--- src/logic/fw_pkg.sv ---
package fw_pkg;

	// Build configuration
	localparam int num_pwm = 4;
	localparam int fw_version = 1;
	localparam int unit_bits = 2;

	typedef logic [unit_bits-1:0] unit_t;

	// Host command opcodes
	typedef enum logic [2:0] {
		op_get_version = 3'd0,
		op_sync_time = 3'd1,
		op_get_time = 3'd2,
		op_shutdown = 3'd3,
		op_set_pwm = 3'd4,
		op_query_pwm = 3'd5
	} opcode_e;

	// Reply codes sent back to the host
	typedef enum logic [2:0] {
		rsp_version = 3'd0,
		rsp_time = 3'd1,
		rsp_shutdown = 3'd2,
		rsp_pwm_state = 3'd3
	} rsp_code_e;

	// For op_set_pwm: arg_hi is the schedule time,
	// arg_lo holds on_ticks in the upper half and cycle_ticks in the lower half
	typedef struct packed {
		opcode_e op;
		unit_t unit;
		logic [31:0] arg_hi;
		logic [31:0] arg_lo;
	} cmd_t;

	typedef struct packed {
		rsp_code_e code;
		unit_t unit; // Zero for system replies
		logic [31:0] data0;
		logic [31:0] data1;
	} rsp_t;

	// Layout matches arg_lo of op_set_pwm
	typedef struct packed {
		logic [15:0] on_ticks;
		logic [15:0] cycle_ticks;
	} pwm_cfg_t;

endpackage
--- src/logic/system_ctl.sv ---
module system_ctl (
	input logic clk,
	input logic rst_n,
	input logic go,
	input fw_pkg::cmd_t cmd,
	output logic busy,
	output logic [63:0] now,
	input logic [fw_pkg::num_pwm-1:0] missed,
	output logic shutdown,
	output fw_pkg::rsp_t rsp,
	output logic rsp_pending,
	input logic rsp_take
);

	typedef enum logic [1:0] {
		s_idle,
		s_exec,
		s_invol,
		s_hold
	} state_e;

	state_e state;
	fw_pkg::cmd_t cmd_r;
	logic [fw_pkg::num_pwm-1:0] missed_r;
	logic invol_start;

	assign busy = state != s_idle;

	// Host commands win, a missed schedule is picked up on the next idle cycle
	assign invol_start = state == s_idle && !go && !shutdown && |missed;

	always_ff @(posedge clk) begin
		if (state == s_idle && go)
			cmd_r <= cmd;
		if (invol_start)
			missed_r <= missed; // Shutdown reason
	end

	always_ff @(posedge clk or negedge rst_n) begin
		if (!rst_n) begin
			state <= s_idle;
			now <= '0;
			shutdown <= 1'b0;
			rsp_pending <= 1'b0;
		end else begin
			now <= now + 64'd1;
			case (state)
				s_idle: begin
					if (go)
						state <= s_exec;
					else if (invol_start)
						state <= s_invol;
				end
				s_exec: begin
					case (cmd_r.op)
						fw_pkg::op_get_version, fw_pkg::op_get_time: begin
							rsp_pending <= 1'b1;
							state <= s_hold;
						end
						fw_pkg::op_sync_time: begin
							now <= {cmd_r.arg_hi, cmd_r.arg_lo}; // Loaded as is, no latency fixup
							state <= s_idle;
						end
						fw_pkg::op_shutdown: begin
							shutdown <= 1'b1; // Commanded, no reply
							state <= s_idle;
						end
						default: state <= s_idle;
					endcase
				end
				s_invol: begin
					rsp_pending <= 1'b1;
					shutdown <= 1'b1;
					state <= s_hold;
				end
				s_hold: if (rsp_take) begin
					rsp_pending <= 1'b0;
					state <= s_idle;
				end
				default: state <= s_idle;
			endcase
		end
	end

	// Reply payload, valid once rsp_pending rises
	always_ff @(posedge clk) begin
		if (state == s_exec) begin
			rsp.unit <= '0;
			if (cmd_r.op == fw_pkg::op_get_version) begin
				rsp.code <= fw_pkg::rsp_version;
				rsp.data0 <= 32'(fw_pkg::fw_version);
				// GPIO, PWM, stepper, endstop counts; no UARTs either
				rsp.data1 <= {8'd0, 8'(fw_pkg::num_pwm), 8'd0, 8'd0};
			end else begin
				rsp.code <= fw_pkg::rsp_time;
				rsp.data0 <= now[63:32];
				rsp.data1 <= now[31:0];
			end
		end else if (state == s_invol) begin
			rsp.code <= fw_pkg::rsp_shutdown;
			rsp.unit <= '0;
			rsp.data0 <= 32'(missed_r);
			rsp.data1 <= now[31:0];
		end
	end

	assert property (@(posedge clk) disable iff (!rst_n) shutdown |=> shutdown)
		else $error("shutdown cleared after being set");

endmodule

--- config.mk ---
export PLATFORM = sky130hd
export DESIGN_NAME = system_ctl
export DESIGN_NICKNAME = d
export VERILOG_FILES = /design/src/logic/fw_pkg.sv /design/src/logic/system_ctl.sv
export SDC_FILE = /design/constraint.sdc
export NUM_CORES = 1
export LEC_CHECK = 0
export ABC_AREA = 1
export BUFFER_PORTS_ARGS = -buffer_cell sky130_fd_sc_hd__clkbuf_2
export CAP_MARGIN = 30
export CORE_MARGIN = 5
export CORE_UTILIZATION = 25
export DETAILED_ROUTE_END_ITERATION = 8
export PLACE_DENSITY = 0.4
export SYNTH_ARGS = -nofsm -noshare
export SYNTH_HDL_FRONTEND = slang
export SYNTH_SLANG_ARGS = --single-unit
export TNS_END_PERCENT = 20
--- constraint.sdc ---
create_clock -name clk -period 5 [get_ports clk]
set_clock_uncertainty 0.2 [all_clocks]
set_input_delay 0.25 -clock clk [delete_from_list [all_inputs] [get_ports clk]]
set_output_delay 0.25 -clock clk [all_outputs]
set_load 0.02 [all_outputs]
Yosys cells after proc, flatten, opt, wreduce, memory -nomap -nowiden
Cells that the tools add are included.
{"block": "classes", "n_addsub": 1, "mul": 0, "n_div": 0, "n_lt_le_gt_ge": 0, "n_eq_ne": 10, "n_shift": 0, "muxes": 16, "n_bitwise": 0, "reduce_logical": 16}
{"operator": "2-to-1 mux 64 bit", "count": 3}
{"operator": "2-to-1 mux 69 bit", "count": 2}
{"operator": "adder 64 x 1 -> 64 bit (second input constant)", "count": 1}
{"operator": "2-to-1 mux 2 bit", "count": 4}
{"operator": "one-hot mux 2 bit (4 select lines)", "count": 1}
{"operator": "== test 3 x 2 -> 1 bit (second input constant)", "count": 2}
{"operator": "== test 2 bit (second input constant)", "count": 2}
{"operator": "logical AND 1 bit", "count": 4}
{"operator": "2-to-1 mux 1 bit", "count": 4}
{"operator": "inequality test 2 x 1 -> 1 bit (second input constant)", "count": 2}
{"operator": "AND reduction 2 bit", "count": 2}
{"operator": "nonzero test 2 bit", "count": 2}
{"operator": "OR reduction 4 bit", "count": 1}
{"operator": "== test 3 x 1 -> 1 bit (second input constant)", "count": 1}
{"operator": "zero test 3 bit", "count": 1}
{"operator": "inequality test 3 bit (second input constant)", "count": 1}
{"operator": "one-hot mux 1 bit (3 select lines)", "count": 1}
{"operator": "AND reduction 3 bit", "count": 1}
{"operator": "nonzero test 3 bit", "count": 1}
{"operator": "== test 2 x 1 -> 1 bit (second input constant)", "count": 1}
{"operator": "zero test 1 bit", "count": 2}
{"operator": "zero test 2 bit", "count": 1}
{"operator": "inequality test 2 bit (second input constant)", "count": 1}
{"operator": "one-hot mux 1 bit (2 select lines)", "count": 1}
{"operator": "OR reduction 2 bit", "count": 1}
{"block": "totals", "reg_bits": 206, "latchBits": 0, "ram_bits": 0, "romBits": 0, "in_bits": 77, "wordCells": 54, "memories": 0}

Longest topological paths before layout
{"block": "depth", "ltp_word": 7, "mapped_depth": 12}

Worst setup path after synthesis
No wires, ideal clock.
{"block": "synth_timing", "kind": "reg-to-reg", "startpoint": "reg state[0]", "endpoint": "reg cmd_r[0] (netlist name), enable pin", "setup_time_ns": 0.421, "arrival_time_ns": 2.061, "t_required_ns": 4.379, "path_slack_ns": 2.318, "stages_incl_launch_ff": 5, "period_less_slack_ns": 2.682, "cell_sequence": "dfrtp_1 -> inv_1 -> ha_1 -> nand2_1 -> inv_1"}
{"block": "synth_between", "elab_chain_len": 2}
{"element": "from (decl)", "line": "system_ctl.sv:22", "text": "state_e state;"}
{"element": "from (signal assigned)", "line": "system_ctl.sv:41", "text": "state <= s_idle;"}
{"element": "from (signal assigned)", "line": "system_ctl.sv:52", "text": "state <= s_invol;"}
{"element": "from (signal assigned)", "line": "system_ctl.sv:58", "text": "state <= s_hold;"}
{"element": "zero test 2 bit", "line": "system_ctl.sv:33", "text": "if (state == s_idle && go)"}
{"element": "logical AND 1 bit", "line": "system_ctl.sv:33"}
{"element": "to (signal assigned)", "line": "system_ctl.sv:34", "text": "cmd_r <= cmd;"}
{"element": "to (decl)", "line": "system_ctl.sv:23", "text": "fw_pkg::cmd_t cmd_r;"}
No other way between the ends.
A chain may end at the register's enable or synchronous reset.

Worst setup path after layout
{"block": "layout_timing", "startpoint": "reg state[1]", "endpoint": "reg now[7]"}
{"block": "layout_between", "elab_chain_len": 2}
{"element": "== test 2 x 1 -> 1 bit", "line": "system_ctl.sv:47", "text": "case (state)"}
{"element": "2-to-1 mux 64 bit", "line": "system_ctl.sv:47"}
{"element": "to (signal assigned)", "line": "system_ctl.sv:46", "text": "now <= now + 64'd1;"}
{"element": "to (signal assigned)", "line": "system_ctl.sv:61", "text": "now <= {cmd_r.arg_hi, cmd_r.arg_lo};"}
{"element": "to (decl)", "line": "system_ctl.sv:7", "text": "output logic [63:0] now,"}
No other way between the ends.

==> flow_metrics.tcl <==
set metrics [dict create \
    outcome "finished clean" \
    synth_seq_cells 205 \
    finalHoldWorstSlack_ps 50.5 \
    drv_cap 0 \
    route.vias.total 7589 \
    reg2reg_depth 8 \
    grt_remaining_overflow 0 \
    period_needed_ps 2540 \
    r2r_end "now[7]" \
    dieArea_sq_mm 0.0420 \
    hold_viol 0 \
    critPathTopFamily "buffers and inverters" \
    drtAntennaViolNets 0 \
    reg2reg_slack_ps 2460 \
    antenna_found_initial 0 \
    leakagePower_nw 5.73 \
    vdd_drop_max_mv 0.482 \
    crit_path_top_delay_cell "inv_2" \
    num_antenna_cells 0 \
    rsz0062_at_grt "no" \
    setup_ws_ps 2460 \
    pre_cts_ws_ps 2380 \
    numClockSinks 205 \
    crit_fanout 36 \
    start_util 0.253 \
    fmax_mhz 393 \
    cts_made_buffers 25 \
    end_kind "flip-flop" \
    grt_pass1_wl_mm 48.0 \
    port-buffer-count 207 \
    ys_types 36 \
    fin_nets 1383 \
    synth_area_sq_mm 0.00950 \
    pin_count 213 \
    routedWlPerCell_um 17.5 \
    drtIter0Drc 377 \
    yosys_warnings 0 \
    setup_violations 0 \
    cp_cell_sequence "inv_1, ha_1, nand2_1, nor2_1, nand2_2, inv_2, buf_4, o21ai_0" \
    pwr_density_cell_mw_per_mm2 616 \
    drc_errors 0 \
    crit_type "reg -> reg" \
    clk_latency_ps 520 \
    grt.total_usage 0.150 \
    viasPerCell 4.15 \
    path_buf_inv 3 \
    drive_above_1_share 0.236 \
    start_kind "flip-flop" \
    wl_mm 32.0 \
    drtPass1Iterations 4 \
    cp.required_ps 5190 \
    die_w_um 205 \
    cts_root_buffer "clkbuf_16" \
    arrival_ps 2730 \
    crit_cells 8 \
    globalplace.congestion 0.829 \
    min_period_over_period 0.509 \
    die_y_um 205 \
    dp_hpwl_mm 23.9 \
    tightest_slew_ps 756 \
    syn_to_final_growth_pct 33.6 \
    cts_tree "done" \
    core_area_sq_mm 0.0376 \
    clk_pin_slew_ps 60 \
    tns_ps 0 \
    slew_headroom 0.496 \
    min_path_type "in -> async" \
    ys_seq_area_frac 0.612 \
    r2r-start "state[1]" \
    row_count 71 \
    slew_viol_final 0 \
    grt_max_degree 67 \
    grt_pass1_vias 7816 \
    max_stage_delay_ps 460 \
    netlist_instances 1004 \
    cts.path.max_buffers 3 \
    cts.htree.levels 1 \
    avgSynthCellArea_sq_um 9.46 \
]
metal layers:
layer  GRT usage  share of wire  vias up
met1       0.208           0.47     3580
li1            -              -     3794
met2       0.245           0.46      184
met4      0.0321          0.017        0
met5           0              0        -
met3      0.0298          0.057       31
power by group:
group          switching, mW  internal [mW]  total [mW]
clock network          0.724           1.01        1.74
logic                   1.96          0.840        2.80
registers              0.605           2.68        3.29
cell families (layout without fill, tap and decap cells):
family                     after synthesis  after routing  synth area share
and+or+nand+nor                        563            563             0.262
DFF                                    205            205             0.612
buffers and inverters                  139            451            0.0573
AOI/OAI and AO/OA                       63             63            0.0350
xor gates and xnor gates                27             27            0.0249
adders and majority gates                6              6           0.00790
other                                    1              3          0.000395
flip-flops by register name, indices dropped and copies added (netlist names):
register / flops
rsp: 66
state: 2
rsp_pending: 1
now: 64
cmd_r: 67
shutdown: 1
missed_r: 4
synthesized netlist by cell type:
master    number  share of area
clkbuf_1      14         0.0055
a21oi_1        9         0.0047
edfxtp_1     137           0.43
nand2_2       11         0.0072
buf_4          5         0.0040
conb_1         1        0.00039
a21oi_2        1        0.00092
xor2_1        18          0.017
nand2_4        7         0.0083
or2_2          8         0.0053
buf_2          3         0.0016
xnor2_1        9         0.0083
nand3_2        1         0.0011
o21ai_0       19          0.010
inv_1        111          0.044
nand3b_2       1         0.0012
nand3_1       38          0.020
ha_1           6         0.0079
nor3_1         5         0.0026
nand2_8        1         0.0021
nor2_2        11         0.0072
o21ai_1       27          0.014
or2_1          3         0.0020
and2_1         2         0.0013
inv_2          5         0.0020
a31oi_1        3         0.0020
dfrtp_1       68           0.18
o22ai_1        2         0.0013
nor2_4         6         0.0071
nand4_1       11         0.0072
o21bai_1       1        0.00079
nor2_8         5          0.011
clkinv_1       1        0.00039
a221o_1        1         0.0011
nor2_1       147          0.058
nand2_1      306           0.12
repair_timing:
item	CTS	global route
buffers inserted	0	0
hold endpoints to repair	101	0
hold buffers	74	0
resized for setup	0	0
worst max-delay path by stage:
stage,startpoint,endpoint,slack [ps]
after floorplan,state[0],cmd_r[0],2320
after global placement,state[0],cmd_r[53],2300
after detailed placement,state[1],now[7],2380
after CTS,state[1],now[7],2370
after global routing,state[1],now[28],2110
final,state[1],now[7],2460
stage by stage:
stage / instance area [sq um] / utilization / instances / total power, mW
global placement: 11100 / 0.296 / 1708 / 6.09
finish: 12700 / 0.338 / 1829 / 7.82
CTS: 12700 / 0.337 / 1828 / 7.95
floorplan: 9510 / - / 1006 / 4.89
detailed placement: 11200 / 0.297 / 1709 / 6.12
global route: 12700 / 0.338 / 1829 / 8.35
layout make-up:
class / count / area, sq um
repair buffers: 289 / 1860
inverters: 117 / 439
fillers: 3938 / 24900
clock inverters: 12 / 86.3
well taps: 511 / 639
flip-flops and latches: 205 / 5820
multi-input cells: 662 / 3160
clock buffers: 33 / 686
placed cells by master (no fill, tap or decap), types with 5 or more instances in the layout:
cell type and instances:
a21oi_1 9, buf_4 7, clkbuf_1 5, clkbuf_16 25, clkbuf_2 206, clkinv_1 5
clkinv_2 5, dfrtp_1 68, dlygate4sd3_1 74, edfxtp_1 137, ha_1 5, inv_1 110
inv_2 6, nand2_1 305, nand2_2 12, nand2_4 7, nand3_1 38, nand4_1 11
nor2_1 147, nor2_2 11, nor2_4 6, nor2_8 5, nor3_1 5, o21ai_0 19
o21ai_1 27, or2_2 8, xnor2_1 9, xor2_1 18
No activity file was read; power rests on OpenSTA's default activity.
