===== src/logic/fw_pkg.sv =====
package fw_pkg;

	// Build configuration
	localparam int num_pwm = 4;
	localparam int fw_version = 1;
	localparam int unit_bits = 2;

	typedef logic [unit_bits-1:0] unit_t;

	// Host command opcodes
	typedef enum logic [2:0] {
		op_get_version = 3'd0,
		op_sync_time = 3'd1,
		op_get_time = 3'd2,
		op_shutdown = 3'd3,
		op_set_pwm = 3'd4,
		op_query_pwm = 3'd5
	} opcode_e;

	// Reply codes sent back to the host
	typedef enum logic [2:0] {
		rsp_version = 3'd0,
		rsp_time = 3'd1,
		rsp_shutdown = 3'd2,
		rsp_pwm_state = 3'd3
	} rsp_code_e;

	// For op_set_pwm: arg_hi is the schedule time,
	// arg_lo holds on_ticks in the upper half and cycle_ticks in the lower half
	typedef struct packed {
		opcode_e op;
		unit_t unit;
		logic [31:0] arg_hi;
		logic [31:0] arg_lo;
	} cmd_t;

	typedef struct packed {
		rsp_code_e code;
		unit_t unit; // Zero for system replies
		logic [31:0] data0;
		logic [31:0] data1;
	} rsp_t;

	// Layout matches arg_lo of op_set_pwm
	typedef struct packed {
		logic [15:0] on_ticks;
		logic [15:0] cycle_ticks;
	} pwm_cfg_t;

endpackage

===== src/logic/cmd_dispatch.sv =====
module cmd_dispatch (
	input logic clk,
	input logic rst_n,
	input fw_pkg::cmd_t cmd,
	input logic cmd_req,
	output logic cmd_ack,
	output logic sys_go,
	output logic [fw_pkg::num_pwm-1:0] pwm_go,
	output fw_pkg::cmd_t cmd_q,
	input logic sys_busy,
	input logic [fw_pkg::num_pwm-1:0] pwm_pending
);

	typedef enum logic [1:0] {
		s_idle,
		s_route,
		s_ack_hold
	} state_e;

	state_e state;
	logic to_sys;
	logic to_pwm;
	logic target_free;

	always_comb begin
		to_sys = 1'b0;
		to_pwm = 1'b0;
		case (cmd_q.op)
			fw_pkg::op_get_version, fw_pkg::op_sync_time,
			fw_pkg::op_get_time, fw_pkg::op_shutdown: to_sys = 1'b1;
			fw_pkg::op_set_pwm, fw_pkg::op_query_pwm: to_pwm = int'(cmd_q.unit) < fw_pkg::num_pwm;
			default: ;
		endcase
	end

	// Unknown opcodes and bad channel numbers count as free and are dropped
	assign target_free = to_sys ? !sys_busy :
		to_pwm ? !pwm_pending[cmd_q.unit] : 1'b1;

	always_ff @(posedge clk) begin
		if (state == s_idle && cmd_req)
			cmd_q <= cmd;
	end

	always_ff @(posedge clk or negedge rst_n) begin
		if (!rst_n) begin
			state <= s_idle;
			cmd_ack <= 1'b0;
			sys_go <= 1'b0;
			pwm_go <= '0;
		end else begin
			sys_go <= 1'b0;
			pwm_go <= '0;
			case (state)
				s_idle: if (cmd_req) state <= s_route;
				s_route: if (target_free) begin
					sys_go <= to_sys;
					if (to_pwm)
						pwm_go[cmd_q.unit] <= 1'b1;
					cmd_ack <= 1'b1; // Strobe and ack leave together
					state <= s_ack_hold;
				end
				s_ack_hold: if (!cmd_req) begin
					cmd_ack <= 1'b0;
					state <= s_idle;
				end
				default: state <= s_idle;
			endcase
		end
	end

	// Host side of the four-phase pair must see ack held until req drops
	assert property (@(posedge clk) disable iff (!rst_n) cmd_ack && cmd_req |=> cmd_ack)
		else $error("cmd_ack dropped while cmd_req high");

endmodule


===== config.mk =====
export PLATFORM = sky130hd
export DESIGN_NAME = cmd_dispatch
export DESIGN_NICKNAME = d
export VERILOG_FILES = /design/src/logic/fw_pkg.sv /design/src/logic/cmd_dispatch.sv
export SDC_FILE = /design/constraint.sdc
export NUM_CORES = 1
export LEC_CHECK = 0
export BUFFER_PORTS_ARGS = -buffer_cell sky130_fd_sc_hd__buf_2
export CAP_MARGIN = 5
export CELL_PAD_IN_SITES_DETAIL_PLACEMENT = 1
export CELL_PAD_IN_SITES_GLOBAL_PLACEMENT = 2
export CORE_MARGIN = 2
export CORE_UTILIZATION = 25
export CTS_BUF_LIST = sky130_fd_sc_hd__clkbuf_16
export CTS_CLUSTER_DIAMETER = 50
export DETAILED_ROUTE_END_ITERATION = 8
export GPL_ROUTABILITY_DRIVEN = 0
export HOLD_SLACK_MARGIN = 0.08
export MAX_ROUTING_LAYER = met4
export PLACE_DENSITY_LB_ADDON = 0.1
export SLEW_MARGIN = 20
export SYNTH_ARGS = -nofsm -noshare
export SYNTH_HDL_FRONTEND = slang
export SYNTH_SLANG_ARGS = --single-unit

===== constraint.sdc =====
create_clock -name clk -period 7.3 [get_ports clk]
set_input_delay 1.46 -clock clk [delete_from_list [all_inputs] [get_ports clk]]
set_output_delay 1.46 -clock clk [all_outputs]
set_load 0.03 [all_outputs]

Yosys cells after proc, flatten, opt, wreduce, memory -nomap -nowiden --
Index checks and enable logic that the tools add are counted.
Storage, ports and cells: flip-flop bits (word level) 77, bits in latches 0, memory bits (writable) 0, memory bits (read-only) 0, bits of input ports 77, output and inout bits 75, memories 0
Cells by class: $add $sub $neg 0, $mul 0, div/mod/pow operators 0, magnitude comparators 2, equality and inequality tests 10, shifts and indexed selects 0, muxes and demuxes 20, bitwise logic cells 0, reduce and logical (&&, ||, !) cells 11
Operator list (number):
- $mux W4 | 3
- $mux W1 | 10
- $eq A3 B2 Y1 const B | 2
- $eq A3 B3 Y1 const B | 2
- $mux W2 | 3
- $ne A2 B2 Y1 const B | 3
- $pmux W2 S3 | 1
- $reduce_and A3 Y1 | 2
- $reduce_or A4 Y1 | 1
- $eq A3 B1 Y1 const B | 1
- $logic_not A3 Y1 | 1
- $lt A2 B3 Y1 const B | 1
- $bmux W1 S2 | 1
- $demux W1 S2 | 1
- $eq A2 B1 Y1 const B | 1
- $eq A2 B2 Y1 const B | 1
- $ge A2 B1 Y1 const B | 1
- $logic_and A1 B1 Y1 | 2
- $logic_not A1 Y1 | 2
- $logic_not A2 Y1 | 1
- $pmux W1 S2 | 1
- $reduce_bool A2 Y1 | 1
- $reduce_or A2 Y1 | 1

Logic depth before layout (Yosys ltp) --
Gate-level depths: netlist of run 1.
word-level depth 7, gate-level depth with buffers 3, gate-level depth less buffers 3

Least setup slack after synthesis of run 1 --
OpenSTA, ideal clock, no wires.
path type input-to-reg, start input cmd_req, end register cmd_q[0] in the netlist's numbering (enable), arrival time 6.495 ns, slack 0.207 ns, cell stages on the path 1, cells stage by stage nor3b_1
On the way: longest elaborated chain between the ends 1
Ends and longest elaborated chain:
- start, declared | RTL line cmd_dispatch.sv:5 | input logic cmd_req,
- $logic_and A1 B1 Y1 | RTL line cmd_dispatch.sv:41 | if (state == s_idle && cmd_req)
- end signal, assigned | RTL line cmd_dispatch.sv:42 | cmd_q <= cmd;
- end, declared | RTL line cmd_dispatch.sv:9 | output fw_pkg::cmd_t cmd_q,
Every way passes these cells. A chain may end at the register's enable or synchronous reset.

Worst setup path in the final report of run 1 --
start input cmd_req, end register cmd_q[50] in the netlist's numbering (enable)
The elaborated chain is that of the path after synthesis.

==> impl_metrics.tcl, run 1 <==
set metrics [dict create \
    grt_pass1_wl_mm 8.29 \
    final.setup.tns_ns 0 \
    wl_mm 5.71 \
    grt_usage 0.114 \
    num_rows 36 \
    synth.avg_cell_area_um2 24.1 \
    synth_top_area_cell "edfxtp_1" \
    vdd_drop_max_mv 0.155 \
    die_x_um 103 \
    rrSetupSlack_ns 5.56 \
    cp.required_ns 7.25 \
    grt_setup_unrepaired "no" \
    finalPower_mw 1.38 \
    core_region_area_um2 9640 \
    path_clk_slew_ns 0.06 \
    layout_setup_ws_ns 4.77 \
    drv_slew 0 \
    reg2reg_from "state[0]$_DFFE_PN0P_" \
    fill_cells 1042 \
    ctsHoldBuffers 0 \
    yosysWarnings 0 \
    vias 1551 \
    fp.dieArea_um2 10600 \
    antenna_found_initial 0 \
    regArea_um2 2270 \
    synthCells 101 \
    setup_viol 0 \
    clock_skew_ns 0.00432 \
    clkSinkCount 77 \
    period_needed_ns 2.53 \
    tightest_slew_ns 0.913 \
    synth.area.top_cells "edfxtp_1 85%, dfrtp_1 8.2%, nor3b_1 1.2%, nor3_1 0.62%, mux2_4 0.62%" \
    cts_resized 0 \
    diodes 0 \
    slew_headroom 0.392 \
    wl_per_cell_um 14.2 \
    clk_latency_ns 0.32 \
    syn2layout_area_growth_pct 49.3 \
    multi_input_area_um2 166 \
    cts_tree "done" \
    dp_slack_ns 4.41 \
    endpoint "cmd_q[50]$_DFFE_PP_" \
    start_kind "input pin" \
    fmax_mhz 395 \
    h-tree-depth 3 \
    synth_top_area_frac 0.850 \
    cts_buffers 9 \
    nets 341 \
    worstPathArrival_ns 2.47 \
    grt_max_degree 71 \
    hold_violations 0 \
    grt_pass1_vias 1576 \
    ys_seq_elements 77 \
    rr_endpoint "cmd_q[50]$_DFFE_PP_" \
    drtIter0Drc 48 \
    root_buffer "clkbuf_16" \
    synthesis.nets 178 \
    gr-total-overflow 0 \
    route.detailed.drc 0 \
    crit_start "cmd_req" \
    maxCapViolations 0 \
    ys_seq_area_frac 0.932 \
    syn-cell-area_um2 2440 \
    critical_path_class "in -> reg" \
    cts_buffer_depth 2 \
    synth_cell_types 17 \
    die_y_um 103 \
    via_per_inst 3.86 \
    whs_ns 0.510 \
    p_leak_nw 1.55 \
    reg2regPathDepth 2 \
    cp-end-kind "register" \
    start_util 0.253 \
    io_buffers 151 \
    cts_setup_buffers 0 \
    power_density_nw_per_um2 379 \
    run_status "finished, final reports clean" \
    antenna_left 0 \
    drt-pass1-iter-count 4 \
    min-delay-path-class "reg -> reg" \
    crit_path_max_fanout 70 \
    io_pins 152 \
    period_share 0.346 \
    drive_gt1_frac 0.636 \
]
## sequential cells by signal, summed over array words and instances, names as in the netlist
register / cells
cmd_ack: 1
cmd_q: 69
pwm_go: 4
state: 2
sys_go: 1
## cell type report
class	instances	area share
clock buffer	9	0.0619
clock inverter	7	0.0117
inverter	1	0.00103
multi-input combinational	23	0.0457
sequential	77	0.624
tap	133	0.0457
timing repair buffer	152	0.210
## through the flow
stage	instance area, µm²	cells	util
2_1_floorplan	2440	101	-
6_report	3640	402	0.378
5_1_grt	3640	402	0.378
3_3_place_gp	3370	386	0.350
4_1_cts	3640	402	0.378
3_5_place_dp	3370	386	0.350
## power breakdown
group | switching [mW] | internal [mW]
combinational | 0.270 | 0.0870
clock | 0.167 | 0.228
sequential | 0.0269 | 0.601
total | 0.464 | 0.916
## synthesized netlist by cell type
cell type / instances
o22ai_2: 1
nor3_1: 3
a21oi_1: 1
nand2b_1: 2
nor2b_1: 2
edfxtp_1: 69
o21ai_0: 1
dfrtp_1: 8
and3b_1: 1
nor3b_1: 4
mux2_2: 1
o21ai_1: 2
a221o_1: 1
mux2_4: 1
inv_1: 1
a31oi_1: 1
nand2_1: 2
## worst min-delay path by stage
stage,to,slack [ns],cells past startpoint,start
after floorplan,pwm_go[0]$_DFF_PN0_,0.57,3,state[1]$_DFFE_PN0P_
after global placement,cmd_ack$_DFFE_PN0P_,0.50,2,cmd_ack$_DFFE_PN0P_
after detailed placement,cmd_ack$_DFFE_PN0P_,0.50,2,cmd_ack$_DFFE_PN0P_
after CTS,cmd_ack$_DFFE_PN0P_,0.52,2,cmd_ack$_DFFE_PN0P_
after global routing,sys_go$_DFF_PN0_,0.56,1,cmd_q[68]$_DFFE_PP_
final,cmd_ack$_DFFE_PN0P_,0.51,2,cmd_ack$_DFFE_PN0P_
## critical path, cell delays in order
cell     delay [ns]
buf_2          0.09
nor3b_2        0.15
buf_4          0.68
## kinds of logic (layout without fill, tap and decap cells)
group,after synthesis,after routing,synth area share
buffers and inverters,1,169,0.00154
muxes,2,2,0.0108
and+or+nand+nor,14,14,0.0354
AOI/OAI and AO/OA,7,7,0.0200
DFF,77,77,0.932
## cells in the final DEF, fill, tap and decap left out, types with 2 or more instances in the layout
cell,instances
clkinv_2,3
clkinvlp_4,2
clkbuf_16,9
edfxtp_1,69
nor3b_1,3
inv_1,2
nor3_1,3
nand2b_1,2
nor2b_1,2
nand2_1,2
o21ai_1,2
buf_2,151
dfrtp_1,8
## layer usage
layer	wire, µm	part of all wire	up-vias	GRT usage
li1	-	-	723	-
met1	1970	0.35	748	0.115
met2	3090	0.54	73	0.184
met3	580	0.10	7	0.0664
met4	70	0.012	0	0.0395
met5	0	0	-	-
Power figures use the tool's default switching activity.
==> inputs of run 2 (changes only) <==
==> constraint.sdc (replaced) <==
create_clock -name clk -period 2.28 [get_ports clk]
set_input_delay 0.456 -clock clk [delete_from_list [all_inputs] [get_ports clk]]
set_output_delay 0.456 -clock clk [all_outputs]
set_load 0.03 [all_outputs]
==> impl_metrics.tcl, run 2 (synthesis results as in run 1) <==
set metrics [dict create \
    run_status "finished, final reports clean" \
    route.detailed.drc 0 \
    grt_pass1_vias 1645 \
    tightest_slew_ns 0.386 \
    crit_buf_inv 1 \
    die_y_um 103 \
    top_register "cmd_q" \
    final.setup.tns_ns 0 \
    cpLargestDelayFamily "flip-flops" \
    multi_input_area_um2 173 \
    nets 342 \
    start_kind "register" \
    clkSinkCount 77 \
    grt_usage 0.113 \
    min-delay-path-class "in -> reg" \
    slowest_stage "edfxtp_1" \
    final_cell_mix "151 x buf_2, 69 x edfxtp_1, 9 x clkbuf_16" \
    antenna_left 0 \
    io_buffers 151 \
    met2WireLength_mm 3.03 \
    core_region_area_um2 9640 \
    clk_latency_ns 0.32 \
    dp_cells 386 \
    antenna_found_initial 0 \
    whs_ns 0.300 \
    dp.final_hpwl_mm 4.31 \
    layout_setup_ws_ns 0.794 \
    maxCapViolations 0 \
    setup_viol 0 \
    start_util 0.253 \
    regArea_um2 2270 \
    critical_path_class "reg -> out" \
    via_per_inst 3.94 \
    routed-wl-met3_um 530 \
    syn2layout_area_growth_pct 53.6 \
    wl_per_cell_um 14.5 \
    placed_cell_area_um2 3390 \
    grt_max_degree 71 \
    die_x_um 103 \
    num_rows 36 \
    grt_pass1_wl_mm 8.29 \
    top_layer "met4" \
    fp.dieArea_um2 10600 \
    p_leak_nw 1.59 \
    cp.required_ns 1.82 \
    largest_reg_flops 69 \
    cts_buffers 9 \
    ctsHoldBuffers 1 \
    vias 1590 \
    period_needed_ns 1.49 \
    h-tree-depth 3 \
    final_util 0.388 \
    grt_setup_unrepaired "no" \
    drt-pass1-iter-count 4 \
    cts_buffer_depth 2 \
    drv_slew 0 \
    cts_resized 0 \
    drt-met1-wl_mm 2.18 \
    slew_headroom 0.743 \
    fin_cells 404 \
    path_clk_slew_ns 0.06 \
    dp_slack_ns 0.745 \
    hold_violations 0 \
    crit_chain "buf_2" \
    fmax_mhz 673 \
    cp-end-kind "output port" \
    drtIter0Drc 82 \
    io_pins 152 \
    fill_cells 1033 \
    cts_setup_buffers 0 \
    wl_mm 5.84 \
    slowest_delay_ns 0.48 \
    gr-total-overflow 0 \
    cts_tree "done" \
    worstPathArrival_ns 1.03 \
    final_area_um2 3740 \
    power_density_nw_per_um2 1280 \
    drive_gt1_frac 0.633 \
    clock_skew_ns 0.00597 \
    crit_path_max_fanout 7 \
    final_common_cell "buf_2" \
    vdd_drop_max_mv 0.491 \
    root_buffer "clkbuf_16" \
    finalPower_mw 4.78 \
    period_share 0.652 \
    reg_top3 "cmd_q (69), pwm_go (4), state (2)" \
]
-- run 2: cell types whose count changed in the layout (fill, tap and decap cells not counted) --
cell | previous run | this run
bufinv_16 | 0 | 3
nor3b_2 | 1 | 0
inv_6 | 1 | 0
clkinv_2 | 3 | 1
clkinvlp_4 | 2 | 1
buf_4 | 1 | 0
dlygate4sd3_1 | 0 | 1
clkinv_4 | 0 | 1
buf_12 | 0 | 1
diode_2 | 0 | 1
nor3b_4 | 0 | 1
-- run 2: where the power goes --
part	leakage [nW]	switching, mW	internal [mW]	total (mW)
Sequential	0.754	0.0930	1.92	2.01
Combinational	0.672	0.868	0.299	1.17
Clock	0.167	0.537	1.06	1.60
-- run 2: worst paths after layout --
check	startpoint	endpoint	slack, ns	cells after the start
setup / recovery	cmd_q[65]$_DFFE_PP_	cmd_q[65]	0.79	1
hold / removal	sys_busy	sys_go$_DFF_PN0_	0.30	2
min in group asynchronous	rst_n	pwm_go[2]$_DFF_PN0_	0.52	2
hold reg to reg	cmd_ack$_DFFE_PN0P_	cmd_ack$_DFFE_PN0P_	0.50	2
setup reg to reg	cmd_q[65]$_DFFE_PP_	state[1]$_DFFE_PN0P_	0.84	3
max in group asynchronous	rst_n	pwm_go[1]$_DFF_PN0_	1.59	2
-- run 2: metal layers --
layer  global-route usage  vias up
li1                     -      729
met3               0.0529        8
met2                0.171       79
met4               0.0506        0
met1                0.128      774
met5                    -        -
-- run 2: worst register-to-register path: stages, from the launching register on --
cell and delay, ns:
edfxtp_1 0.48, mux2_4 0.35, a221o_1 0.39, o22ai_2 0.15
-- run 2: area by class of cell --
class | count | area share
clock inverters | 7 | 0.0307
flip-flops and latches | 77 | 0.607
repair buffers | 153 | 0.210
well taps | 133 | 0.0445
multi-input cells | 23 | 0.0461
clock buffers | 9 | 0.0602
diodes | 1 | 0.000668
inverters | 1 | 0.00100
==> inputs of run 3 (changes only) <==
==> constraint.sdc (replaced) <==
create_clock -name clk -period 1.4 [get_ports clk]
set_input_delay 0.28 -clock clk [delete_from_list [all_inputs] [get_ports clk]]
set_output_delay 0.28 -clock clk [all_outputs]
set_load 0.03 [all_outputs]
==> impl_metrics.tcl, run 3 (synthesis results as in run 1) <==
set metrics [dict create \
    run_status "finished, final reports clean" \
    period_share 0.974 \
    h-tree-depth 3 \
    fp.dieArea_um2 10600 \
    p_leak_nw 1.61 \
    antenna_left 0 \
    num_rows 36 \
    grt_pass1_wl_mm 8.51 \
    final_common_cell "buf_2" \
    grt_pass1_vias 1603 \
    drive_gt1_frac 0.635 \
    clock_skew_ns 0.00409 \
    power_switching_mw 2.46 \
    vdd_drop_max_mv 0.683 \
    antenna_found_initial 0 \
    dp.final_hpwl_mm 4.43 \
    tightest_slew_ns 0.376 \
    cts_tree "done" \
    power_density_nw_per_um2 2000 \
    cp.required_ns 1.65 \
    reg2regPathDepth 3 \
    route.detailed.drc 0 \
    drv_slew 0 \
    slowest_stage "edfxtp_1" \
    setup_viol 0 \
    cp-end-kind "register" \
    clkSinkCount 77 \
    final_cell_mix "150 x buf_2, 69 x edfxtp_1, 10 x clkbuf_16" \
    internal_power_mw 5.09 \
    io_pins 152 \
    min-delay-path-class "in -> reg" \
    wl_mm 6.02 \
    p_comb_frac 0.275 \
    hold_violations 0 \
    final.setup.tns_ns 0 \
    seq_power_share 0.433 \
    wl_per_cell_um 14.8 \
    via_per_inst 3.85 \
    worstPathArrival_ns 1.61 \
    min_from "sys_busy" \
    cts_buffer_depth 2 \
    critical_path_class "reg -> reg" \
    syn2layout_area_growth_pct 54.9 \
    fill_cells 1042 \
    fmax_mhz 733 \
    crit_start "cmd_q[65]$_DFFE_PP_" \
    vias 1566 \
    crit_chain "mux2_4, a221o_1, o22ai_2" \
    slew_headroom 0.749 \
    p_sw_frac 0.325 \
    io_buffers 151 \
    layout_setup_ws_ns 0.0358 \
    dp_slack_ns 0.0433 \
    gr-total-overflow 0 \
    reg_top3 "cmd_q (69), pwm_go (4), state (2)" \
    cts_buffers 9 \
    start_util 0.253 \
    die_y_um 103 \
    reg2reg_from "cmd_q[65]$_DFFE_PP_" \
    start_kind "register" \
    grt_max_degree 44 \
    crit_path_max_fanout 3 \
    period_needed_ns 1.36 \
    pwr-share-clk 0.292 \
    top_register "cmd_q" \
    clk_latency_ns 0.32 \
    maxCapViolations 0 \
    path_clk_slew_ns 0.06 \
    root_buffer "clkbuf_16" \
    diodes 0 \
    core_region_area_um2 9640 \
    nets 347 \
    die_x_um 103 \
    grt_usage 0.116 \
    grt_setup_unrepaired "yes" \
    drtIter0Drc 39 \
    largest_reg_flops 69 \
    drt-pass1-iter-count 3 \
    slowest_delay_ns 0.46 \
    whs_path_depth 2 \
]
[run 3: changes by cell type in the layout (fill, tap and decap cells not counted), moves of 2 or more]
| cell | previous run | this run |
|---|---|---|
| clkinv_1 | 0 | 2 |
| buf_12 | 1 | 3 |
| bufinv_16 | 3 | 1 |
| buf_6 | 0 | 2 |
[run 3: cell type report]
cell class,count,area (µm²),area share
Clock inverter,6,55.1,0.0146
Tap cell,133,166,0.0441
Sequential cell,77,2270,0.602
Inverter,1,3.75,0.000994
Multi-Input combinational cell,23,176,0.0467
Clock buffer,9,225,0.0597
Timing Repair Buffer,158,876,0.232
[run 3: path summary, 6_finish.rpt]
kind / to / slack, ns
worst max-delay path: state[1]$_DFFE_PN0P_ / 0.04
worst min-delay path: sys_go$_DFF_PN0_ / 0.12
worst max register to register: state[1]$_DFFE_PN0P_ / 0.04
worst min register to register: sys_go$_DFF_PN0_ / 0.51
max in group asynchronous: sys_go$_DFF_PN0_ / 0.89
min in group asynchronous: pwm_go[1]$_DFF_PN0_ / 0.33
[run 3: what timing repair did]
item | CTS | global route
pin swaps | 0 | 1
endpoints found under the hold margin | 8 | 0
buffers inserted | 0 | 2
hold buffers | 1 | 0
gates cloned | 0 | 1
resized for setup | 2 | 1
endpoints found under the setup margin | 1 | 45
[run 3: power groups by stage]
stage                     clock network [mW]  registers, mW  logic (mW)
final                                   2.20           3.27        2.08
after global routing                    2.37           3.32        2.21
after CTS                               2.29           3.28        2.00
after detailed placement                   0           3.32        1.99
after global placement                     0           3.29        2.01
after floorplan                            0           4.26       0.324
[run 3: per-stage QoR]
stage          hold WS (ns)  area [µm²]  total power, mW   util  std cells
6_report              0.125        3770             7.55  0.392        407
5_1_grt               0.111        3770             7.91  0.392        407
4_1_cts               0.107        3720             7.58  0.386        404
3_5_place_dp          0.144        3420             5.31  0.355        388
3_3_place_gp          0.144        3420             5.30  0.355        388
2_1_floorplan       -0.0156        2450             4.59      -        101
[run 3: metal layers]
metal / vias to the layer above / global-route usage / part of all wire
met1: 758 / 0.127 / 0.38
met2: 63 / 0.188 / 0.54
met4: 0 / 0.0516 / 0.012
met3: 5 / 0.0427 / 0.065
li1: 740 / - / -
met5: - / - / 0
[run 3: critical path: cells and delay by family (launching register included)]
kind / cells / cell delay [ns]
compound gates: 2 / 0.49
flops: 1 / 0.46
mux: 1 / 0.34
