<file path="config.mk">
export PLATFORM = sky130hd
export DESIGN_NAME = pwm_channel
export DESIGN_NICKNAME = d
export VERILOG_FILES = /design/src/logic/fw_pkg.sv /design/src/logic/pwm_channel.sv
export SDC_FILE = /design/constraint.sdc
export NUM_CORES = 1
export LEC_CHECK = 0
export BUFFER_PORTS_ARGS = -buffer_cell sky130_fd_sc_hd__buf_2
export CAP_MARGIN = 20
export CORE_MARGIN = 3
export CORE_UTILIZATION = 25
export DETAILED_ROUTE_END_ITERATION = 12
export HOLD_SLACK_MARGIN = 0.03
export PLACE_DENSITY = 0.45
export SETUP_SLACK_MARGIN = 0.2
export SYNTH_ARGS = -nofsm -noshare
export SYNTH_HDL_FRONTEND = slang
export SYNTH_SLANG_ARGS = --single-unit
</file>
<file path="constraint.sdc">
create_clock -name clk -period 3.71 [get_ports clk]
set_input_delay 0.371 -clock clk [delete_from_list [all_inputs] [get_ports clk]]
set_output_delay 0.371 -clock clk [all_outputs]
set_load 0.02 [all_outputs]
</file>
<file path="src/logic/fw_pkg.sv">
package fw_pkg;

	// Build configuration
	localparam int num_pwm = 4;
	localparam int fw_version = 1;
	localparam int unit_bits = 2;

	typedef logic [unit_bits-1:0] unit_t;

	// Host command opcodes
	typedef enum logic [2:0] {
		op_get_version = 3'd0,
		op_sync_time = 3'd1,
		op_get_time = 3'd2,
		op_shutdown = 3'd3,
		op_set_pwm = 3'd4,
		op_query_pwm = 3'd5
	} opcode_e;

	// Reply codes sent back to the host
	typedef enum logic [2:0] {
		rsp_version = 3'd0,
		rsp_time = 3'd1,
		rsp_shutdown = 3'd2,
		rsp_pwm_state = 3'd3
	} rsp_code_e;

	// For op_set_pwm: arg_hi is the schedule time,
	// arg_lo holds on_ticks in the upper half and cycle_ticks in the lower half
	typedef struct packed {
		opcode_e op;
		unit_t unit;
		logic [31:0] arg_hi;
		logic [31:0] arg_lo;
	} cmd_t;

	typedef struct packed {
		rsp_code_e code;
		unit_t unit; // Zero for system replies
		logic [31:0] data0;
		logic [31:0] data1;
	} rsp_t;

	// Layout matches arg_lo of op_set_pwm
	typedef struct packed {
		logic [15:0] on_ticks;
		logic [15:0] cycle_ticks;
	} pwm_cfg_t;

endpackage
</file>
<file path="src/logic/pwm_channel.sv">
module pwm_channel (
	input logic clk,
	input logic rst_n,
	input logic go,
	input fw_pkg::cmd_t cmd,
	input fw_pkg::unit_t idx,
	input logic [31:0] now_lo,
	input logic shutdown,
	output logic pwm_out,
	output logic missed,
	output fw_pkg::rsp_t rsp,
	output logic rsp_pending,
	input logic rsp_take
);

	fw_pkg::pwm_cfg_t active;
	fw_pkg::pwm_cfg_t sched;
	logic [31:0] sched_time;
	logic sched_valid;
	logic [15:0] cnt;
	logic [31:0] lead;
	logic accept;
	logic is_set;
	logic is_query;

	assign accept = go && !shutdown; // Dead after shutdown
	assign is_set = accept && cmd.op == fw_pkg::op_set_pwm;
	assign is_query = accept && cmd.op == fw_pkg::op_query_pwm;
	// Wrapping distance to the schedule time, must be at least one tick
	assign lead = cmd.arg_hi - now_lo;

	always_ff @(posedge clk or negedge rst_n) begin
		if (!rst_n) begin
			active <= '0;
			sched_valid <= 1'b0;
			cnt <= '0;
			pwm_out <= 1'b0;
			missed <= 1'b0;
			rsp_pending <= 1'b0;
		end else begin
			if (sched_valid && now_lo == sched_time) begin
				active <= sched;
				sched_valid <= 1'b0;
				cnt <= '0; // New period starts at the swap
			end else if ({1'b0, cnt} + 17'd1 >= {1'b0, active.cycle_ticks}) begin
				cnt <= '0;
			end else begin
				cnt <= cnt + 16'd1;
			end
			pwm_out <= !shutdown && cnt < active.on_ticks;
			if (is_set) begin
				if ($signed(lead) <= 0)
					missed <= 1'b1; // Sticky
				else
					sched_valid <= 1'b1;
			end
			if (is_query)
				rsp_pending <= 1'b1;
			else if (rsp_take)
				rsp_pending <= 1'b0;
		end
	end

	always_ff @(posedge clk) begin
		if (is_set) begin
			sched <= fw_pkg::pwm_cfg_t'(cmd.arg_lo);
			sched_time <= cmd.arg_hi;
		end
		if (is_query) begin
			rsp.code <= fw_pkg::rsp_pwm_state;
			rsp.unit <= idx;
			rsp.data0 <= {16'd0, active.on_ticks};
			rsp.data1 <= {16'd0, active.cycle_ticks};
		end
	end

	assert property (@(posedge clk) disable iff (!rst_n) shutdown |=> !pwm_out)
		else $error("pwm_out high during shutdown");

endmodule

</file>
## Yosys cells after proc, flatten, opt, wreduce, memory -nomap -nowiden

Cells that the tools add are included.

| storage, ports and cells | value |
|---|---|
| bits in registers | 150 |
| bits of input ports | 108 |

| cells by class | value |
|---|---|
| order comparisons | 3 |
| add/subtract/negate cells | 3 |
| multiplexer cells | 7 |
| eq/ne operators | 3 |
| reduce and logical (&&, ||, !) cells | 8 |

Operators by type and width:

| operator | number |
|---|---|
| $eq 32x32->1 | 1 |
| $le 32x1->1 const B | 1 |
| $mux 16 | 2 |
| $sub 32x32->32 | 1 |
| $add 16x1->17 const B | 1 |
| $ge 17x16->1 | 1 |
| $add 16x1->16 const B | 1 |
| $lt 16x16->1 | 1 |
| $eq 3x3->1 const B | 2 |
| $logic_and 1x1->1 | 5 |
| $mux 1 | 5 |
| $reduce_and 2->1 | 1 |
| $reduce_bool 2->1 | 1 |
| $logic_not 1->1 | 1 |

## Depth between registers and ports, before layout

Gate-level depths: netlist of run 1.

| depth | value |
|---|---|
| depth in word-level cells | 5 |
| mapped depth | 12 |
| depth with buffers taken out | 12 |

## Worst setup path after synthesis of run 1

No wires, ideal clock.

| timing path | value |
|---|---|
| kind | input-to-reg |
| start point | input port cmd[32] (netlist bit) |
| end point | register missed |
| stages | 12 |
| arrival time | 2.830 ns |
| path slack | 0.752 ns |
| setup time | 0.127 ns |
| cell sequence | inv_1 -> ha_1 -> fa_1 -> nor2b_1 -> o31a_1 -> o21ai_0 -> o31ai_1 -> a31oi_1 -> o311a_1 -> o2111ai_1 -> nor2_1 -> a221o_1 |

| between the ends | value |
|---|---|
| longest elaborated chain between the ends | 3 |

Ends and longest elaborated chain:

| what | RTL line | source |
|---|---|---|
| from (decl) | pwm_channel.sv:5 | `input fw_pkg::cmd_t cmd,` |
| $sub 32x32->32 | pwm_channel.sv:30 | `assign lead = cmd.arg_hi - now_lo;` |
| $le 32x1->1 | pwm_channel.sv:52 | `if ($signed(lead) <= 0)` |
| $reduce_and 2->1 (no source line) | -- |  |
| to (signal assigned) | pwm_channel.sv:38 | `missed <= 1'b0;` |
| to (signal assigned) | pwm_channel.sv:53 | `missed <= 1'b1;` |
| to (decl) | pwm_channel.sv:10 | `output logic missed,` |

No other way between the ends.
A chain may end at the register's enable or synchronous reset.

## Worst setup path in the final report of run 1

| timing path | value |
|---|---|
| start point | register cnt[0] |
| end point | register cnt[1] |

| between the ends | value |
|---|---|
| longest elaborated chain between the ends | 4 |
| elaborated cells on any way between the ends | 5 |
| classes of those cells | add/sub (2); order compare (1); mux (2) |

Ends and longest elaborated chain:

| what | RTL line | source |
|---|---|---|
| from (decl) | pwm_channel.sv:20 | `logic [15:0] cnt;` |
| from (signal assigned) | pwm_channel.sv:48 | `cnt <= cnt + 16'd1;` |
| $add 16x1->17 | pwm_channel.sv:45 | `end else if ({1'b0, cnt} + 17'd1 >= {1'b0, active.cycle_ticks}) begin` |
| $ge 17x16->1 | pwm_channel.sv:45 |  |
| $mux 16 (*) | pwm_channel.sv:45 |  |
| $mux 16 (*) | pwm_channel.sv:41 | `if (sched_valid && now_lo == sched_time) begin` |

Mark *: on every way between the ends. The rest lies on a longest branch, timed or not.

==> results of run 1 <==
==> final cells by class <==
cell class	count	area (um2)
tap	455	569.3
timing repair buffer	158	843.3
inverter	82	307.8
sequential	150	4244
clock buffer	18	429.2
multi-input combinational	558	4095
clock inverter	14	140.1
fill	3719	24250
==> sequential cells by signal, indices dropped and copies added, names as in the netlist <==
signal and cells:
sched_time 32, rsp_pending 1, missed 1, sched 32
cnt 16, pwm_out 1, active 32, rsp 34
sched_valid 1
==> worst paths after layout <==
check	startpoint	endpoint	slack [ps]	cells past startpoint
min in group clk	cmd[1]	sched[1]$_DFFE_PP_	120	1
setup reg to reg	cnt[0]$_DFF_PN0_	cnt[1]$_DFF_PN0_	570	12
max in group asynchronous	rst_n	active[17]$_DFFE_PN0P_	2850	2
hold reg to reg	active[12]$_DFFE_PN0P_	rsp[12]$_DFFE_PP_	470	0
setup / recovery	cnt[0]$_DFF_PN0_	cnt[1]$_DFF_PN0_	570	12
hold / removal	rst_n	missed$_DFFE_PN0P_	40	1
==> where the power goes <==
| group | internal (uW) | total [uW] | switching [uW] |
|---|---|---|---|
| sequential | 1800 | 1810 | 6.89 |
| clock | 945 | 1740 | 792 |
| combinational | 242 | 642 | 400 |
| total | 2990 | 4190 | 1200 |
==> per-layer routing <==
| metal | share of wire [%] | vias to the layer above | global-route usage [%] |
|---|---|---|---|
| li1 | - | 3213 | - |
| met1 | 45 | 3109 | 16.90 |
| met2 | 51 | 128 | 23.02 |
| met3 | 3.4 | 14 | 2.583 |
| met4 | 1.5 | 0 | 3.274 |
| met5 | 0 | - | 0 |
==> cell usage in the layout, fill, tap and decap left out, types with 5 or more instances in the layout <==
cell type	count
nand3_1	17
nor3_1	22
a31oi_1	5
nor4bb_1	12
nand2_1	46
dfrtp_1	52
ha_1	63
o21ai_0	20
nor2_1	38
a211oi_1	5
nand4_1	15
o21a_1	16
a21o_1	16
o211ai_1	8
o2111ai_1	5
mux2i_1	5
nor2b_1	5
and3_1	9
inv_1	81
mux2_2	34
a21oi_1	39
nor4_1	16
xnor2_1	20
buf_4	15
edfxtp_1	98
clkbuf_16	17
a211o_1	6
conb_1	35
buf_2	142
xor2_1	40
==> cell families (layout without fill, tap and decap cells) <==
kind of cell,count (synthesis),in the layout,share of synthesized area (%)
AND/OR/NAND/NOR,202,202,12.04
AO/OA/AOI/OAI,158,158,12.56
flip-flops,150,150,47.55
buffers and inverters,142,272,7.963
adder cells (fa/ha/maj),64,64,9.057
XOR/XNOR,60,60,5.888
multiplexers,39,39,4.851
other,2,35,0.08415
==> per-stage QoR <==
stage	utilization [%]	total power [uW]	cell area (um2)	std cells	setup slack [ps]
floorplan	-	2285	9049	850	752.4
global placement	28.84	2486	10060	1403	262.0
detailed placement	28.84	2486	10060	1403	274.5
CTS	30.47	4262	10630	1435	529.2
global route	30.47	4395	10630	1435	358.8
finish	30.47	4188	10630	1435	574.0
==> out/qor.csv, run 1 <==
stage,metric,value,unit
run_status,outcome,"complete, no violations",
cts,cts_setup_buffers,0,
placed_design,place_congestion,0.8651,
detailed_routing,vias_per_cell,4.505,
logic_synthesis,synthArstFlopShare,34.67,%
detailed_routing,drtIter0Drc,334,
timing,finalCritPeriodShare,84.53,%
logic_synthesis,ys_seq_elements,150,
logic_synthesis,ys_top_cells_by_area,"edfxtp_1 33%, dfrtp_1 15%, ha_1 8.8%",
cts,path_clk_slew,80,ps
logic_synthesis,synth_warnings,0,
logic_synthesis,synth_common_cells,"98 x edfxtp_1, 82 x inv_1, 63 x ha_1",
global_routing,grt_pass1_vias,6607,
hold_path,hold_class,in -> async,
global_routing,grt_usage,13.23,%
detailed_routing,routedWlPerCell,17.61,um
detailed_routing,first_pass_iters,5,
job,cap_violations,0,
timing,slew_headroom,37.88,%
cts,cts.path.max_buffers,2,
cts,htree_levels,4,
timing,rsz0062_at_grt,no,
logic_synthesis,synth_top_cell_by_area,edfxtp_1,
timing,drv_slew,0,
worst_setup_path,worstPathRequired,4030,ps
timing,setup_tns,0,ps
worst_setup_path,worstPathMaxFanout,16,
detailed_routing,drcViolationCount,0,
worst_setup_path,cp-start-kind,flop,
detailed_routing,ant_nets,0,
timing,setup_viol,0,
cts,clk-insertion-delay-late,440,ps
timing,period_needed,3136,ps
logic_synthesis,synth_cell_types,70,
cts,hold_buffers,0,
global_routing,antenna_found_initial,0,
worst_setup_path,path_cells,ha_1 -> xor2_1 -> ha_1 -> o21a_1 -> o21a_1 -> o21a_1 -> o21a_1 -> o31a_1 -> o211ai_1 -> a31oi_1 -> buf_4 -> nor4b_1,
logic_synthesis,synth_most_common_cell,edfxtp_1,
floorplan,rows,68,
timing,hold_violations,0,
floorplan,core,0.03488,mm2
layout,diodes,0,
layout,drive_above_1_share,24.08,%
power,peakVddDrop,0.2844,mV
cts,cts_sinks,150,
worst_setup_path,crit_path_frequent_cell,o21a_1,
worst_setup_path,worst_path_max_delay_cell,dfrtp_1,
cts,cts_buffers,17,
cts,cts_resized,0,
cts,cts_tree,yes,
global_routing,grt_max_degree,44,
placed_design,dp.final_hpwl,19.81,mm
timing,fin_worst_skew,24.15,ps
floorplan,die_height,194.9,um
logic_synthesis,synth_edf_count,98,
detailed_routing,wl,25.27,mm
worst_setup_path,cp-end-kind,flop,
timing,worst_pin_slew,931.7,ps
floorplan,initial_core_util,25.58,%
detailed_routing,vias,6464,
cts,clockRootBuffer,clkbuf_16,
placed_design,io_buffer_count,142,
timing,fmax,318.9,MHz
logic_synthesis,postSynthCellCount,817,
floorplan,ioPinCount,180,
logic_synthesis,syn-cell-area,0.008925,mm2
worst_setup_path,path_class,reg -> reg,
worst_setup_path,worstPathArrival,3450,ps
logic_synthesis,syn_area_per_cell,10.92,um2
power,power.density,394.0,mW/mm2
timing,whs,39.24,ps
power,leakage,0.004618,uW
logic_synthesis,netlist.area_leader.share,32.97,%
layout,syn_to_final_growth,19.09,%
worst_setup_path,max_stage_delay,490,ps
logic_synthesis,yosysSeqAreaShare,47.55,%
floorplan,die_w,194.9,um
global_routing,grt_pass1_wl,38.74,mm
worst_setup_path,path_buf_inv,1,
layout,fin_nets,1139,
global_routing,grt-ovfl-total,0,
logic_synthesis,synth_flop_cell,edfxtp_1,
floorplan,dieArea,0.03800,mm2
worst_setup_path,cp_top_family,compound AO/OA/AOI/OAI gates,
(Power assumes the default switching activity.)
==> run 2, diff against run 1 <==
Settings changed: ABC_AREA from default to 1, PLACE_DENSITY 0.45 to 0.46.
Clock period 3.71 ns to 2.8 ns, I/O delays scaled along.
==> out/qor.csv, run 2 <==
stage,metric,value,unit
global_routing,antenna_found_initial,0,
power,pwr-share-comb,17.4,%
power,p_sw_share,29.78,%
floorplan,dieArea,0.03998,mm2
logic_synthesis,netlist.area_leader.share,31.29,%
layout,fin_nets,1564,
hold_path,min_path_cells,1,
global_routing,grt_pass1_wl,42.59,mm
hold_path,holdPathEnd,sched_time[12]$_DFFE_PP_,
detailed_routing,ant_nets,0,
cts,htree_levels,4,
floorplan,die_height,200.0,um
detailed_routing,drcViolationCount,0,
layout,final_cell_area,0.01249,mm2
timing,fmax,361.7,MHz
cts,cts_buffers,17,
layout,drive_above_1_share,24.77,%
worst_setup_path,worstPathMaxFanout,5,
timing,fin_ws,35.49,ps
logic_synthesis,synth_edf_count,98,
logic_synthesis,synth_flop_cell,edfxtp_1,
placed_design,dpl_cell_area,0.01087,mm2
power,peakVddDrop,0.2694,mV
layout,largest_reg_flops,34,
worst_setup_path,worstReg2RegStart,cnt[1]$_DFF_PN0_,
logic_synthesis,synth_top_cell_by_area,edfxtp_1,
layout,mostFrequentLayoutCell,nand2_1,
run_status,outcome,"complete, no violations",
worst_setup_path,worstRegToRegCells,22,
logic_synthesis,synth_warnings,0,
floorplan,ioPinCount,180,
cts,clockRootBuffer,clkbuf_16,
logic_synthesis,synthArstFlopShare,34.67,%
timing,slew_headroom,41.82,%
power,power.density,445.2,mW/mm2
worst_setup_path,cp-end-kind,flop,
logic_synthesis,synth_common_cells,"327 x nand2_1, 225 x inv_1, 98 x edfxtp_1",
power,seqPwrFrac,43.1,%
hold_path,hold_class,in -> reg,
layout,final_cell_mix,"312 x nand2_1, 222 x inv_1, 142 x buf_2",
worst_setup_path,worstPathRequired,3120,ps
detailed_routing,vias_per_cell,4.115,
placed_design,dp.final_hpwl,22.89,mm
power,leakage,0.005919,uW
placed_design,place_congestion,0.9257,
worst_setup_path,path_class,reg -> reg,
global_routing,grt_max_degree,64,
timing,whs,53.52,ps
logic_synthesis,ys_seq_elements,150,
timing,rsz0062_at_grt,yes,
worst_setup_path,r2r-end,cnt[3]$_DFF_PN0_,
floorplan,initial_core_util,25.50,%
detailed_routing,routedWlPerCell,14.99,um
timing,hold_violations,0,
worst_setup_path,reg2reg_slack,40,ps
logic_synthesis,syn-cell-area,0.009404,mm2
layout,fin_cells,1909,
worst_setup_path,cp-start-kind,flop,
layout,diodes,0,
layout,syn_to_final_growth,32.81,%
global_routing,grt-ovfl-total,0,
logic_synthesis,yosysSeqAreaShare,45.13,%
detailed_routing,vias,7856,
timing,worst_pin_slew,866.2,ps
worst_setup_path,worstPathArrival,3080,ps
cts,path_clk_slew,70,ps
floorplan,rows,70,
job,cap_violations,0,
timing,setup_viol,0,
detailed_routing,first_pass_iters,4,
timing,period_needed,2765,ps
timing,drv_slew,0,
timing,finalCritPeriodShare,98.73,%
cts,cts_tree,yes,
cts,cts_sinks,150,
logic_synthesis,postSynthCellCount,1140,
placed_design,dp.cells,1806,
global_routing,grt_pass1_vias,7819,
hold_path,min_from,cmd[44],
placed_design,pre_cts_ws,-200.5,ps
floorplan,die_w,200.0,um
logic_synthesis,ys_top_cells_by_area,"edfxtp_1 31%, dfrtp_1 14%, nand2_1 13%",
logic_synthesis,synth_most_common_cell,nand2_1,
logic_synthesis,synth_cell_types,46,
detailed_routing,drtIter0Drc,348,
power,p_int,3905,uW
global_routing,grt_usage,14.26,%
placed_design,io_buffer_count,142,
power,switching_power,1656,uW
logic_synthesis,syn_area_per_cell,8.249,um2
cts,clk-insertion-delay-late,440,ps
floorplan,core,0.03687,mm2
cts,cts.path.max_buffers,2,
power,clockPowerShare,39.5,%
layout,top_register,rsp,
detailed_routing,wl,28.62,mm
timing,fin_worst_skew,18.03,ps
==> run 2: cell types whose count changed in the layout (fill, tap and decap cells not counted), moves of 15 or more <==
cell / delta
buf_4: +21
inv_1: +141
o21a_1: -15
nand2_1: +266
mux2_2: -34
a21oi_1: -16
o21ai_0: +20
nor2_2: +32
ha_1: -22
dlygate4sd3_1: +57
xor2_1: -16
nand3_1: +20
nor3_1: -17
nand2_2: +23
==> run 2: cells by family (layout without fill, tap and decap cells) <==
kind of cell	after synthesis	in the layout	synth area share, %
simple gates	525	525	24.88
buf+inv	274	506	12.61
flops	150	150	45.13
compound gates	85	85	4.976
fa+ha+maj	64	64	8.595
xor+xnor	40	40	3.725
other cells	2	35	0.07986
==> run 2: worst max path at each step <==
stage | startpoint | to | depth (start not counted)
after floorplan | shutdown | sched[0]$_DFFE_PP_ | 3
after global placement | cnt[0]$_DFF_PN0_ | cnt[3]$_DFF_PN0_ | 19
after detailed placement | cnt[0]$_DFF_PN0_ | cnt[2]$_DFF_PN0_ | 19
after CTS | cnt[1]$_DFF_PN0_ | cnt[15]$_DFF_PN0_ | 22
after global routing | cnt[1]$_DFF_PN0_ | cnt[3]$_DFF_PN0_ | 19
final | cnt[1]$_DFF_PN0_ | cnt[3]$_DFF_PN0_ | 22
==> run 2: layout make-up <==
type	instances	area [um2]
fill	3867	24380
clock inverter	15	123.9
multi-input combinational	749	4521
clock buffer	17	425.4
inverter	232	875.8
timing repair buffer	242	1669
tap	504	630.6
sequential	150	4244
==> run 2: timing repair <==
action | in CTS | in global routing
endpoints found under the hold margin | 76 | 0
hold buffers | 57 | 0
pin swaps | 15 | 4
gates cloned | 1 | 0
buffers inserted | 8 | 5
gates resized for setup | 29 | 62
endpoints found under the setup margin | 16 | 18
==> run 2: metal layers <==
layer	global-route usage, %	up-vias	routed length, um
met5	0	-	0
met4	5.247	0	755
met3	2.551	31	849
met2	26.27	136	14870
met1	16.50	3656	12150
li1	-	4033	-
==> run 2: critical path, cell delays in order, from the launching register on <==
cell and delay (ps):
dfrtp_1 400, ha_2 200, nand2_2 70, nor2_4 40, nand3_2 70, nor2_2 40
inv_2 120, nor2_1 60, or2_4 220, o21a_4 130, ha_4 270, nand2_4 60
nor2_4 110, nand2_1 70, o2111ai_2 190, nand2_1 70, nand2_1 50, nand2_1 60
nand3_2 70, nand2_2 60, nand4_4 90, buf_6 150, nor2_2 40
==> run 2: through the flow <==
step,utilization [%],power (uW),TNS (ps)
global route,33.87,5842,-2571
global placement,29.48,3298,-3002
floorplan,-,3022,-8077
detailed placement,29.48,3297,-2900
finish,33.87,5560,0
CTS,33.12,5598,0
==> run 2: power groups by stage <==
stage	Clock, uW	Sequential [uW]	Combinational, uW
after global routing	2360	2400	1090
after detailed placement	0	2440	857
final	2200	2390	970
after global placement	0	2440	857
after CTS	2280	2390	926
after floorplan	0	2440	580
==> run 3, diff against run 2 <==
==> constraint.sdc (replaced) <==
create_clock -name clk -period 2.8 [get_ports clk]
set_input_delay 0.14 -clock clk [delete_from_list [all_inputs] [get_ports clk]]
set_output_delay 0.14 -clock clk [all_outputs]
set_load 0.02 [all_outputs]
==> out/qor.csv, run 3 (synthesized netlist as in run 2, its figures left out) <==
stage,metric,value,unit
run_status,outcome,"complete, no violations",
worst_setup_path,worst_path_max_delay_cell,dfrtp_1,
floorplan,core,0.03687,mm2
cts,clk-insertion-delay-late,440,ps
layout,fin_nets,1563,
worst_setup_path,worstRegToRegCells,22,
layout,syn_to_final_growth,31.13,%
global_routing,grt_max_degree,67,
cts,cts.path.max_buffers,2,
detailed_routing,wl,28.25,mm
timing,setup_viol,0,
detailed_routing,routedWlPerCell,14.80,um
cts,clockRootBuffer,clkbuf_16,
cts,cts_buffers,17,
job,cap_violations,0,
worst_setup_path,worstReg2RegStart,cnt[1]$_DFF_PN0_,
worst_setup_path,reg2reg_slack,70,ps
global_routing,grt-ovfl-total,0,
detailed_routing,vias,7898,
timing,fin_ws,66.38,ps
worst_setup_path,max_stage_delay,360,ps
placed_design,dp.final_hpwl,22.36,mm
placed_design,io_buffer_count,142,
timing,hold_violations,0,
worst_setup_path,r2r-end,cnt[3]$_DFF_PN0_,
power,leakage,0.005902,uW
floorplan,ioPinCount,180,
power,power.density,445.3,mW/mm2
worst_setup_path,path_cells,ha_2 -> nand2_2 -> nor2_4 -> nand3_2 -> nor2_2 -> inv_2 -> nor2_1 -> or2_4 -> o21a_1 -> ha_4 -> nand2_4 -> nor2_1 -> nor2_1 -> o2111ai_2 -> nand2_1 -> nand2_1 -> nand2_1 -> nand3_1 -> nand2_2 -> nand4_4 -> buf_12 -> nor2_1,
global_routing,grt_pass1_wl,42.18,mm
placed_design,dpl_cell_area,0.01078,mm2
timing,rsz0062_at_grt,yes,
worst_setup_path,startpoint,cnt[1]$_DFF_PN0_,
worst_setup_path,cp-end-kind,flop,
layout,diodes,0,
floorplan,die_height,200.0,um
layout,largest_reg_flops,34,
timing,fin_worst_skew,14.80,ps
global_routing,grt_usage,14.05,%
global_routing,grt_pass1_vias,7799,
worst_setup_path,worstPathRequired,3160,ps
worst_setup_path,path_class,reg -> reg,
detailed_routing,ant_nets,0,
floorplan,die_w,200.0,um
placed_design,place_congestion,0.9355,
global_routing,antenna_found_initial,0,
cts,htree_levels,4,
timing,drv_slew,0,
layout,drive_above_1_share,21.37,%
detailed_routing,drtIter0Drc,340,
worst_setup_path,crit_path_frequent_cell,nor2_1,
floorplan,initial_core_util,25.50,%
placed_design,pre_cts_ws,-240.7,ps
worst_setup_path,worstPathMaxFanout,9,
power,total_power,5491,uW
cts,cts_sinks,150,
detailed_routing,vias_per_cell,4.139,
timing,worst_pin_slew,966.2,ps
worst_setup_path,cp-start-kind,flop,
cts,path_clk_slew,80,ps
detailed_routing,drcViolationCount,0,
worst_setup_path,endpoint,cnt[3]$_DFF_PN0_,
timing,period_needed,2734,ps
timing,slew_headroom,35.59,%
floorplan,rows,70,
timing,finalCritPeriodShare,97.63,%
timing,fmax,365.8,MHz
layout,mostFrequentLayoutCell,nand2_1,
layout,top_register,rsp,
hold_path,hold_class,in -> reg,
layout,final_cell_area,0.01233,mm2
detailed_routing,first_pass_iters,5,
layout,fin_cells,1908,
worst_setup_path,worstPathArrival,3100,ps
floorplan,dieArea,0.03998,mm2
power,peakVddDrop,0.2661,mV
placed_design,dp.cells,1798,
layout,final_cell_mix,"316 x nand2_1, 223 x inv_1, 142 x buf_2",
cts,cts_tree,yes,
run 3: changes by cell type in the layout (fill, tap and decap cells not counted), moves of 4 or more:
| cell | before | now |
|---|---|---|
| nand2_1 | 312 | 316 |
| a21oi_2 | 6 | 2 |
| a21oi_1 | 23 | 27 |
| dlygate4sd3_1 | 57 | 69 |
| ha_2 | 12 | 6 |
| nor2_2 | 32 | 23 |
| ha_4 | 10 | 6 |
| ha_1 | 41 | 51 |
| buf_4 | 36 | 26 |
| nor2_1 | 45 | 55 |
| nand2_2 | 23 | 19 |
run 3: cell type report:
type,count,area (um2)
Fill cell,3879,24540
Multi-Input combinational cell,749,4365
Sequential cell,150,4244
Timing Repair Buffer,241,1672
Inverter,232,875.8
Tap cell,504,630.6
Clock buffer,17,425.4
Clock inverter,15,118.9
run 3: what timing repair did:
| item | 4_1_cts | 5_1_grt |
|---|---|---|
| setup buffers | 7 | 2 |
| setup endpoints to repair | 16 | 18 |
| endpoints found under the hold margin | 105 | 0 |
| hold buffers | 69 | 0 |
| pin swaps | 5 | 4 |
| resized for setup | 12 | 36 |
| cloned | 0 | 0 |
run 3: how the worst min path moves through the flow:
stage                       endpoint  depth (start not counted)  startpoint  slack [ps]
6_report       sched_valid$_DFF_PN0_                          7  now_lo[29]         250
5_1_grt        sched_valid$_DFF_PN0_                          7  now_lo[29]         260
4_1_cts        sched_valid$_DFF_PN0_                          7  now_lo[29]         210
3_5_place_dp      sched[8]$_DFFE_PP_                          1      cmd[8]         320
3_3_place_gp      sched[8]$_DFFE_PP_                          1      cmd[8]         320
2_1_floorplan  active[0]$_DFFE_PN0P_                          0       rst_n        -160
run 3: per-layer routing:
layer	part of all wire [%]	vias up	track usage [%]
met4	3.5	0	5.712
met5	0	-	0
met1	41	3646	16.01
met2	52	170	25.82
met3	3.5	45	2.669
li1	-	4037	-
run 3: worst max-delay path, delay by kind of cell, from the launching register on:
family | cells | cell delay [ps]
AO/OA/AOI/OAI | 2 | 300
flip-flops | 1 | 360
AND/OR/NAND/NOR | 16 | 1340
adder cells (fa/ha/maj) | 2 | 410
buffers and inverters | 2 | 250
run 3: through the flow:
| stage | util, % | hold WS (ps) | setup TNS (ps) |
|---|---|---|---|
| global route | 33.44 | 264.0 | -2389 |
| floorplan | - | -155.6 | 0 |
| global placement | 29.25 | 319.1 | -2639 |
| finish | 33.44 | 252.4 | 0 |
| CTS | 32.91 | 213.0 | 0 |
| detailed placement | 29.25 | 318.1 | -3515 |
run 3: report_power, final:
group	total, uW	internal [uW]	switching, uW
clock	2170	1150	1020
sequential	2400	2380	10.4
combinational	929	347	582
total	5490	3880	1610
